[src/flow_settings.svh]
`ifndef FLOW_SETTINGS_SVH
`define FLOW_SETTINGS_SVH

// width of one instruction word
`define FLOW_INST_W 32

// number of micro-rom words, sets the address width too
`define FLOW_UROM_DEPTH 16

// first word of the interrupt entry sequence
`define FLOW_IRQ_ENTRY_ADDR 0

// first word of the interrupt exit sequence
// keep it clear of the entry block
`define FLOW_IRQ_EXIT_ADDR 8

`endif
[src/flow_pkg.sv]
`include "flow_settings.svh"

package flow_pkg;

   // one instruction word
   typedef logic [`FLOW_INST_W-1:0] inst_t;

   // word address into the micro-rom
   typedef logic [$clog2(`FLOW_UROM_DEPTH)-1:0] urom_addr_t;

   // major opcode field, bits 6:0
   typedef logic [6:0] opcode_t;

   // pipeline controller states
   typedef enum logic [2:0] {
      RESET      = 3'd0,
      CONT       = 3'd1,
      BRANCH     = 3'd2,
      WAITLD     = 3'd3,
      IRQ_BEGIN  = 3'd4,
      IRQ_CONT   = 3'd5,
      RETI_BEGIN = 3'd6,
      RETI_CONT  = 3'd7
   } pstate_e;

   // rv32i opcodes the controller cares about
   localparam opcode_t OPC_JAL    = 7'b1101111;
   localparam opcode_t OPC_JALR   = 7'b1100111;
   localparam opcode_t OPC_BRANCH = 7'b1100011;
   localparam opcode_t OPC_LOAD   = 7'b0000011;
   localparam opcode_t OPC_STORE  = 7'b0100011;

   // full words
   localparam inst_t INST_MRET = 32'h3020_0073;
   localparam inst_t INST_NOP  = 32'h0000_0013;

endpackage

[src/dec_if.sv]
// decode flags for the current instruction
interface dec_if;

   // jal, jalr, or conditional branch with its condition met
   logic branch_taken;
   // load opcode
   logic mem_read;
   // store opcode
   logic mem_write;
   // mret seen while inside the handler
   logic reti;

   // decode side drives all flags
   modport decode (
      output branch_taken,
      output mem_read,
      output mem_write,
      output reti
   );

   // controller only looks
   modport ctrl (
      input branch_taken,
      input mem_read,
      input mem_write,
      input reti
   );

endinterface

[src/flow_top.sv]
module flow_top
   import flow_pkg::*;
(
   input  logic  clk,
   input  logic  rst_n,
   input  inst_t fetch_inst,
   input  logic  fetch_ready,
   input  logic  branch_cond,
   input  logic  hreadyd,
   input  logic  irq,
   output logic  stall,
   output logic  new_pc,
   output logic  data_access,
   output logic  irq_ack,
   output inst_t issued_inst,
   output logic  issued_valid
);

   // decode flags, decode to controller
   dec_if dec_bus ();

   inst_t cur_inst;
   inst_t urom_inst;
   logic  in_handler;
   logic  accept;
   logic  bypass_next;

   inst_decode inst_decode_i (
      .cur_inst    (cur_inst),
      .branch_cond (branch_cond),
      .in_handler  (in_handler),
      .dec         (dec_bus.decode)
   );

   flow_ctrl flow_ctrl_i (
      .clk         (clk),
      .rst_n       (rst_n),
      .fetch_ready (fetch_ready),
      .hreadyd     (hreadyd),
      .irq         (irq),
      .dec         (dec_bus.ctrl),
      .stall       (stall),
      .new_pc      (new_pc),
      .data_access (data_access),
      .irq_ack     (irq_ack),
      .accept      (accept),
      .bypass_next (bypass_next),
      .in_handler  (in_handler),
      .urom_inst   (urom_inst)
   );

   // picks fetch or micro-rom word and registers the issue
   issue_stage issue_stage_i (
      .clk          (clk),
      .rst_n        (rst_n),
      .fetch_inst   (fetch_inst),
      .urom_inst    (urom_inst),
      .accept       (accept),
      .bypass_next  (bypass_next),
      .cur_inst     (cur_inst),
      .issued_inst  (issued_inst),
      .issued_valid (issued_valid)
   );

endmodule

[src/issue_stage.sv]
module issue_stage
   import flow_pkg::*;
(
   input  logic  clk,
   input  logic  rst_n,
   input  inst_t fetch_inst,
   input  inst_t urom_inst,
   input  logic  accept,
   input  logic  bypass_next,
   // current instruction back to decode
   output inst_t cur_inst,
   output inst_t issued_inst,
   output logic  issued_valid
);

   // source select for this cycle
   logic bypass_r;

   always_ff @(posedge clk or negedge rst_n) begin
      if (!rst_n) begin
         bypass_r <= 1'b0;
      end else begin
         bypass_r <= bypass_next;
      end
   end

   // registered select keeps decode out of a loop
   assign cur_inst = bypass_r ? urom_inst : fetch_inst;

   // issued word holds between accepts
   always_ff @(posedge clk) begin
      if (accept) begin
         issued_inst <= cur_inst;
      end
   end

   always_ff @(posedge clk or negedge rst_n) begin
      if (!rst_n) begin
         issued_valid <= 1'b0;
      end else begin
         issued_valid <= accept;
      end
   end

endmodule

[src/flow_ctrl.sv]
`include "flow_settings.svh"

module flow_ctrl
   import flow_pkg::*;
(
   input  logic   clk,
   input  logic   rst_n,
   // fetch has the new-pc target
   input  logic   fetch_ready,
   // data bus ready level
   input  logic   hreadyd,
   input  logic   irq,
   dec_if.ctrl    dec,
   output logic   stall,
   output logic   new_pc,
   output logic   data_access,
   output logic   irq_ack,
   // current instruction taken this cycle
   output logic   accept,
   // next instruction comes from the micro-rom
   output logic   bypass_next,
   output logic   in_handler,
   output inst_t  urom_inst
);

   localparam urom_addr_t ENTRY = urom_addr_t'(`FLOW_IRQ_ENTRY_ADDR);
   localparam urom_addr_t EXIT  = urom_addr_t'(`FLOW_IRQ_EXIT_ADDR);
   localparam urom_addr_t LAST  = urom_addr_t'(`FLOW_UROM_DEPTH - 1);

   pstate_e    state_r;
   pstate_e    state_nxt;
   urom_addr_t urom_addr_r;
   urom_addr_t urom_start;
   logic       urom_load;
   logic       urom_inc;
   logic       handler_set;
   logic       handler_clr;
   logic       do_dispatch;

   always_comb begin
      stall       = 1'b0;
      new_pc      = 1'b0;
      data_access = 1'b0;
      irq_ack     = 1'b0;
      bypass_next = 1'b0;
      urom_load   = 1'b0;
      urom_inc    = 1'b0;
      urom_start  = ENTRY;
      handler_set = 1'b0;
      handler_clr = 1'b0;
      do_dispatch = 1'b0;
      state_nxt   = CONT;

      unique case (state_r)
         RESET: begin
            stall = 1'b1;
         end
         CONT: begin
            do_dispatch = 1'b1;
         end
         BRANCH: begin
            new_pc = 1'b1;
            // hold until fetch has the target
            if (!fetch_ready) begin
               stall     = 1'b1;
               state_nxt = BRANCH;
            end
         end
         WAITLD: begin
            if (!hreadyd) begin
               stall     = 1'b1;
               state_nxt = WAITLD;
            end else begin
               do_dispatch = 1'b1;
            end
         end
         IRQ_BEGIN: begin
            irq_ack     = 1'b1;
            stall       = 1'b1;
            handler_set = 1'b1;
            urom_load   = 1'b1;
            urom_start  = ENTRY;
            bypass_next = 1'b1;
            state_nxt   = IRQ_CONT;
         end
         RETI_BEGIN: begin
            stall       = 1'b1;
            handler_clr = 1'b1;
            urom_load   = 1'b1;
            urom_start  = EXIT;
            bypass_next = 1'b1;
            state_nxt   = RETI_CONT;
         end
         IRQ_CONT, RETI_CONT: begin
            bypass_next = 1'b1;
            // closing jump, keep the word up through BRANCH
            if (dec.branch_taken) begin
               new_pc    = 1'b1;
               stall     = 1'b1;
               state_nxt = BRANCH;
            end else begin
               urom_inc  = 1'b1;
               state_nxt = state_r;
            end
         end
      endcase

      // normal dispatch, in priority order
      if (do_dispatch) begin
         if (dec.branch_taken) begin
            new_pc    = 1'b1;
            stall     = 1'b1;
            state_nxt = BRANCH;
         end else if (dec.mem_read || dec.mem_write) begin
            data_access = 1'b1;
            state_nxt   = WAITLD;
         end else if (irq && !in_handler) begin
            // masked inside the handler
            state_nxt = IRQ_BEGIN;
         end else if (dec.reti) begin
            state_nxt = RETI_BEGIN;
         end
      end
   end

   // branch and the sequence starts never take the current word
   assign accept = !stall && (state_r != RESET) && (state_r != IRQ_BEGIN) &&
                   (state_r != RETI_BEGIN) && (state_r != BRANCH);

   always_ff @(posedge clk or negedge rst_n) begin
      if (!rst_n) begin
         state_r <= RESET;
      end else begin
         state_r <= state_nxt;
      end
   end

   // micro-rom address counter
   always_ff @(posedge clk or negedge rst_n) begin
      if (!rst_n) begin
         urom_addr_r <= '0;
      end else if (urom_load) begin
         urom_addr_r <= urom_start;
      end else if (urom_inc) begin
         urom_addr_r <= urom_addr_r + urom_addr_t'(1);
      end
   end

   // handler flag, set on entry and dropped at return
   always_ff @(posedge clk or negedge rst_n) begin
      if (!rst_n) begin
         in_handler <= 1'b0;
      end else if (handler_set) begin
         in_handler <= 1'b1;
      end else if (handler_clr) begin
         in_handler <= 1'b0;
      end
   end

   urom urom_i (
      .addr (urom_addr_r),
      .dout (urom_inst)
   );

   // one ack per interrupt
   assert property (@(posedge clk) disable iff (!rst_n)
      irq_ack |=> !irq_ack)
      else $error("irq_ack held longer than one cycle");

   // every sequence must reach its jump before the top of the rom
   assert property (@(posedge clk) disable iff (!rst_n)
      urom_inc |-> (urom_addr_r != LAST))
      else $error("micro-rom address ran past the last word");

endmodule

[src/urom.sv]
`include "flow_settings.svh"

module urom
   import flow_pkg::*;
(
   input  urom_addr_t addr,
   output inst_t      dout
);

   // sequence start words
   localparam urom_addr_t ENTRY = urom_addr_t'(`FLOW_IRQ_ENTRY_ADDR);
   localparam urom_addr_t EXIT  = urom_addr_t'(`FLOW_IRQ_EXIT_ADDR);

   // addi xN, x0, 0 for N = 1..5
   localparam inst_t ADDI_X1 = 32'h0000_0093;
   localparam inst_t ADDI_X2 = 32'h0000_0113;
   localparam inst_t ADDI_X3 = 32'h0000_0193;
   localparam inst_t ADDI_X4 = 32'h0000_0213;
   localparam inst_t ADDI_X5 = 32'h0000_0293;

   // jal x0, 0 closes each sequence
   localparam inst_t JAL_X0 = 32'h0000_006F;

   always_comb begin
      case (addr)
         // entry sequence
         ENTRY:                      dout = ADDI_X1;
         ENTRY + urom_addr_t'(1):    dout = ADDI_X2;
         ENTRY + urom_addr_t'(2):    dout = ADDI_X3;
         ENTRY + urom_addr_t'(3):    dout = JAL_X0;
         // exit sequence
         EXIT:                       dout = ADDI_X4;
         EXIT + urom_addr_t'(1):     dout = ADDI_X5;
         EXIT + urom_addr_t'(2):     dout = JAL_X0;
         // unused words
         default:                    dout = INST_NOP;
      endcase
   end

endmodule

[src/inst_decode.sv]
module inst_decode
   import flow_pkg::*;
(
   // current instruction from fetch or micro-rom
   input  inst_t  cur_inst,
   // from the external comparator
   input  logic   branch_cond,
   // handler flag from the controller
   input  logic   in_handler,
   dec_if.decode  dec
);

   opcode_t opcode;
   logic    is_jump;
   logic    is_cond_branch;
   logic    is_mret;

   assign opcode = cur_inst[6:0];

   // jal and jalr always redirect
   assign is_jump = (opcode == OPC_JAL) || (opcode == OPC_JALR);

   // conditional branch taken only with the comparator result
   assign is_cond_branch = (opcode == OPC_BRANCH);

   // exact word match only
   assign is_mret = (cur_inst == INST_MRET);

   always_comb begin
      dec.branch_taken = is_jump || (is_cond_branch && branch_cond);
      dec.mem_read     = (opcode == OPC_LOAD);
      dec.mem_write    = (opcode == OPC_STORE);
      // mret outside a handler falls through as a plain instruction
      dec.reti         = is_mret && in_handler;
   end

endmodule

[config.mk]
export PLATFORM = sky130hd
export DESIGN_NAME = flow_top
export DESIGN_NICKNAME = d
export VERILOG_FILES = /design/src/flow_pkg.sv /design/src/dec_if.sv /design/src/flow_top.sv /design/src/issue_stage.sv /design/src/flow_ctrl.sv /design/src/urom.sv /design/src/inst_decode.sv
export VERILOG_INCLUDE_DIRS = /design/src
export SDC_FILE = /design/constraint.sdc
export NUM_CORES = 1
export LEC_CHECK = 0
export BUFFER_PORTS_ARGS = -buffer_cell sky130_fd_sc_hd__buf_2
export CORE_ASPECT_RATIO = 1.5
export CORE_UTILIZATION = 40
export CTS_CLUSTER_DIAMETER = 100
export DETAILED_ROUTE_END_ITERATION = 8
export HOLD_SLACK_MARGIN = 0.03
export PLACE_DENSITY_LB_ADDON = 0.12
export SYNTH_ARGS = -nofsm -noshare
export SYNTH_HDL_FRONTEND = slang
export SYNTH_SLANG_ARGS = --single-unit
[constraint.sdc]
create_clock -name clk -period 4.3 [get_ports clk]
set_input_delay 0.86 -clock clk [delete_from_list [all_inputs] [get_ports clk]]
set_output_delay 0.86 -clock clk [all_outputs]
set_load 0.01 [all_outputs]
==> summary.md <==
### Outcome
• finished clean — outcome

### Power
• 43.7% — power share of the sequential group
• 701 uW — power dissipated by switching net loads
• 16.3% — Clock power frac
• 1170 uW — cell internal pwr
• 37.4% — switching fraction of total power
• 0.00115 uW — reported leakage power
• 736 nW/um^2 — Pwr Density
• 40.1% — combinational group share of total power
• 0.000503 V — maximum resistive drop on vdd

### Setup path
• issue_stage_i.issued_inst[3] — Critical R2R Capture
• output pin — kind of end point of the critical path
• flow_ctrl_i.urom_addr_r[0] — crit path launch
• 3440 ps — worst path required time
• 8 — length in cells of the worst reg-to-reg path
• reg2out — critical path start-end classification
• sky130_fd_sc_hd__nor4_1 — critical-path cell with the highest stage delay
• 560 ps — Worst path max stage delay
• flow_ctrl_i.urom_addr_r[0] — startpoint of the worst register-to-register path
• data_access — end of the critical path
• register — startpoint types
• 6 — maximum net fanout on the critical path
• 1780 ps — setup slack, reg-to-reg
• 2440 ps — arrival time worst endpoint
• inv_1 -> ha_1 -> mux2_4 -> a22oi_4 -> nand2_2 -> nor4_1 -> buf_2 — sequence of cells on the critical path

### Timing
• 4.63 ps — worst clock skew on the final layout
• 76.8% — post-route clock period utilization
• 51.5% — worst slew margin relative to its limit
• 0 ps — setup tns final
• 419 ps — Fin Hold WS
• 0 — number of failing hold endpoints at the final stage
• 3300 ps — time the worst path needs with I/O delays and setup
• 721 ps — Worst Max-Slew Pin Slew
• 303 MHz — timing-limited maximum frequency
• 0 — Final Slew Violations
• 0 — Final setup viols
• false — unrepaired setup endpoints after global routing

### Yosys
• 169 — number of instances in the synthesized netlist
• sky130_fd_sc_hd__edfxtp_1, sky130_fd_sc_hd__dfrtp_1, sky130_fd_sc_hd__nor2b_1, sky130_fd_sc_hd__ha_1, sky130_fd_sc_hd__nand2_1 — leading cell types by total area after synthesis
• 32 — number of enable flip-flop cells after synthesis
• 10.9% — compound-gate portion of the synthesized area
• 48.2% — top cell type's share of synthesized area
• sky130_fd_sc_hd__edfxtp_1, sky130_fd_sc_hd__nor2b_1, sky130_fd_sc_hd__nand2_1, sky130_fd_sc_hd__nor2_1 — list of most frequent post-synthesis cells
• 40 — post-synth cell types
• sky130_fd_sc_hd__edfxtp_1 — dominant synthesized flop cell
• 23.8% — Post-synth ARST share
• 42 — register bit count reported by yosys
• 2.51% — Adder-Cell Fraction of Synth Area
• 60.8% — sequential fraction of the synthesis area
• 0 — warnings from Yosys
• 211 — Synth Net Count
• sky130_fd_sc_hd__edfxtp_1 — cell with the most instances after synthesis
• 0.753% — proportion of synthesized area in mux cells
• 1990 um^2 — cell area after synthesis
• sky130_fd_sc_hd__edfxtp_1 — Synth area leader
• simple AND/OR/NAND/NOR gates — combinational family with the most area after synthesis
• 11.8 um^2 — synthesized area divided by synthesized cell count
• 0% — xor/xnor share of the synthesized area
• 21.8% — synthesized-area fraction occupied by and/or/nand/nor cells

### Floorplan
• 59.6 um — width of the chip
• 31 — number of rows created at floorplan
• 75 — number of placed I/O pins
• 88.5 um — chip height
• 5280 um^2 — floorplan die area
• 41.4% — Initial Utilization
• 4810 um^2 — core box area

### Detailed routing
• 270 um — length of routed met3 wiring
• 26 — first-iteration detailed-routing DRC count
• 4 — detailed-router iteration count before antenna repair
• 2300 um — wire length on met2
• 1582 — overall via count from detail_route
• 4270 um — final WL
• 1620 um — post-route met1 wirelength
• 0 — drt drc
• met4 — topmost layer with routed signal wires
• 13.6 um — average routed wire per standard cell
• 5.05 — DR vias/cell
• 0 — Detail Route Antenna Nets

### Clocking
• 2 — H-tree levels
• 42 — clk sinks
• 0 — post-CTS repair timing setup buffer count
• 0 — # hold bufs at CTS
• built — CTS tree
• 5 — number of buffers inserted during clock tree synthesis
• 2 — maximum number of buffers from clock root to sink
• sky130_fd_sc_hd__clkbuf_8 — root buffer selected by CTS
• 70 ps — clock transition at the registers of the reported paths
• 290 ps — Worst-Skew Late Latency
• 0 — number of resized instances in the post-cts repair step

### Place
• 3330 um — Final HPWL DP
• 0.841 — global placement routability congestion
• 74 — number of input and output port buffers inserted
• 305 — Placed Instances

### Global route
• 1417 — number of global-route vias before repair
• 6350 um — wire length of the first global-routing pass
• 34 — largest net degree at the start of global routing
• 16.9% — Tot GR Track Use
• 0 — initial antenna violation count
• 0 — total gr overflow

### Finish
• 37.2% — share of cells above drive strength 1
• 27.9% — growth of design area from synthesis to finish
• 53.0% — final standard cell utilization of the core
• 313 — non-filler cells in the finished layout
• 288 — Total Nets Final
• 0 — number of antenna repair diodes

### Min path
• in2async — Hold/Removal Path Class

### Flow run
• 0 — number of max-capacitance violations reported

## metal layers
metal	global-route usage (%)	vias up
met4	7.61	0
met2	31.6	55
li1	-	768
met3	3.80	6
met5	0	-
met1	17.7	753
## logic make-up (layout without fill, tap and decap cells)
logic type | Yosys count | in the layout
AOI/OAI and AO/OA | 30 | 30
adders and majority gates | 4 | 4
and+or+nand+nor | 75 | 75
buffers and inverters | 17 | 95
muxes | 1 | 1
DFF | 42 | 42
## metrics by stage
stage	power [uW]	setup slack (ps)	cell area [um^2]
after global routing	2000	824	2550
after detailed placement	1600	1140	2440
after CTS	1900	986	2550
after global placement	1590	1170	2440
after floorplan	1310	276	1990
final	1880	998	2550
## cell usage in the layout (no fill, tap or decap), types with 2 or more instances in the layout
cell and n:
sky130_fd_sc_hd__edfxtp_1 32, sky130_fd_sc_hd__nor2b_1 26, sky130_fd_sc_hd__o21ai_0 8, sky130_fd_sc_hd__a21o_1 2, sky130_fd_sc_hd__nand3_1 3, sky130_fd_sc_hd__nand2_1 12
sky130_fd_sc_hd__nand4_1 2, sky130_fd_sc_hd__a31oi_1 3, sky130_fd_sc_hd__nand2b_1 2, sky130_fd_sc_hd__o22a_1 2, sky130_fd_sc_hd__buf_4 2, sky130_fd_sc_hd__dfrtp_1 10
sky130_fd_sc_hd__nor2_1 10, sky130_fd_sc_hd__buf_2 74, sky130_fd_sc_hd__clkbuf_8 5, sky130_fd_sc_hd__o2bb2ai_1 2, sky130_fd_sc_hd__nor4b_1 4, sky130_fd_sc_hd__nor4_1 4
sky130_fd_sc_hd__a21oi_1 5, sky130_fd_sc_hd__inv_1 10, sky130_fd_sc_hd__or2_2 2, sky130_fd_sc_hd__ha_1 4
## final cells by class
| cell class | instances | area (um^2) |
|---|---|---|
| fill | 470 | 2260 |
| sequential | 42 | 1210 |
| multi-input combinational | 110 | 719 |
| timing repair buffer | 76 | 385 |
| tap | 66 | 82.6 |
| clock buffer | 6 | 72.6 |
| inverter | 11 | 41.3 |
| clock inverter | 2 | 37.5 |
## worst min-delay path by stage
stage | from | endpoint | cells past startpoint
after floorplan | flow_ctrl_i.in_handler | flow_ctrl_i.in_handler | 1
after CTS | rst_n | flow_ctrl_i.in_handler | 1
after detailed placement | flow_ctrl_i.in_handler | flow_ctrl_i.in_handler | 1
final | rst_n | flow_ctrl_i.in_handler | 1
after global placement | flow_ctrl_i.in_handler | flow_ctrl_i.in_handler | 1
after global routing | rst_n | flow_ctrl_i.state_r[1] | 1
## registers in the layout, summed over array words and instances (netlist names)
register,cells
issue_stage_i.issued_inst,32
flow_ctrl_i.urom_addr_r,4
flow_ctrl_i.state_r,3
flow_ctrl_i.in_handler,1
issue_stage_i.bypass_r,1
issue_stage_i.issued_valid,1
## power by group through the flow
stage                     combinational (uW)  sequential [uW]  clock (uW)
final                                    752              819         305
after global routing                     834              845         325
after CTS                                767              822         313
after detailed placement                 765              831           0
after global placement                   760              828           0
after floorplan                          410              896           0
## critical path, delay by kind of cell (launching register included)
family | cells | cell delay (ps)
simple gates | 2 | 630
flops | 1 | 450
buf+inv | 2 | 340
mux | 1 | 290
fa+ha+maj | 1 | 240
compound gates | 1 | 190
No activity file was read; power rests on OpenSTA's default activity.
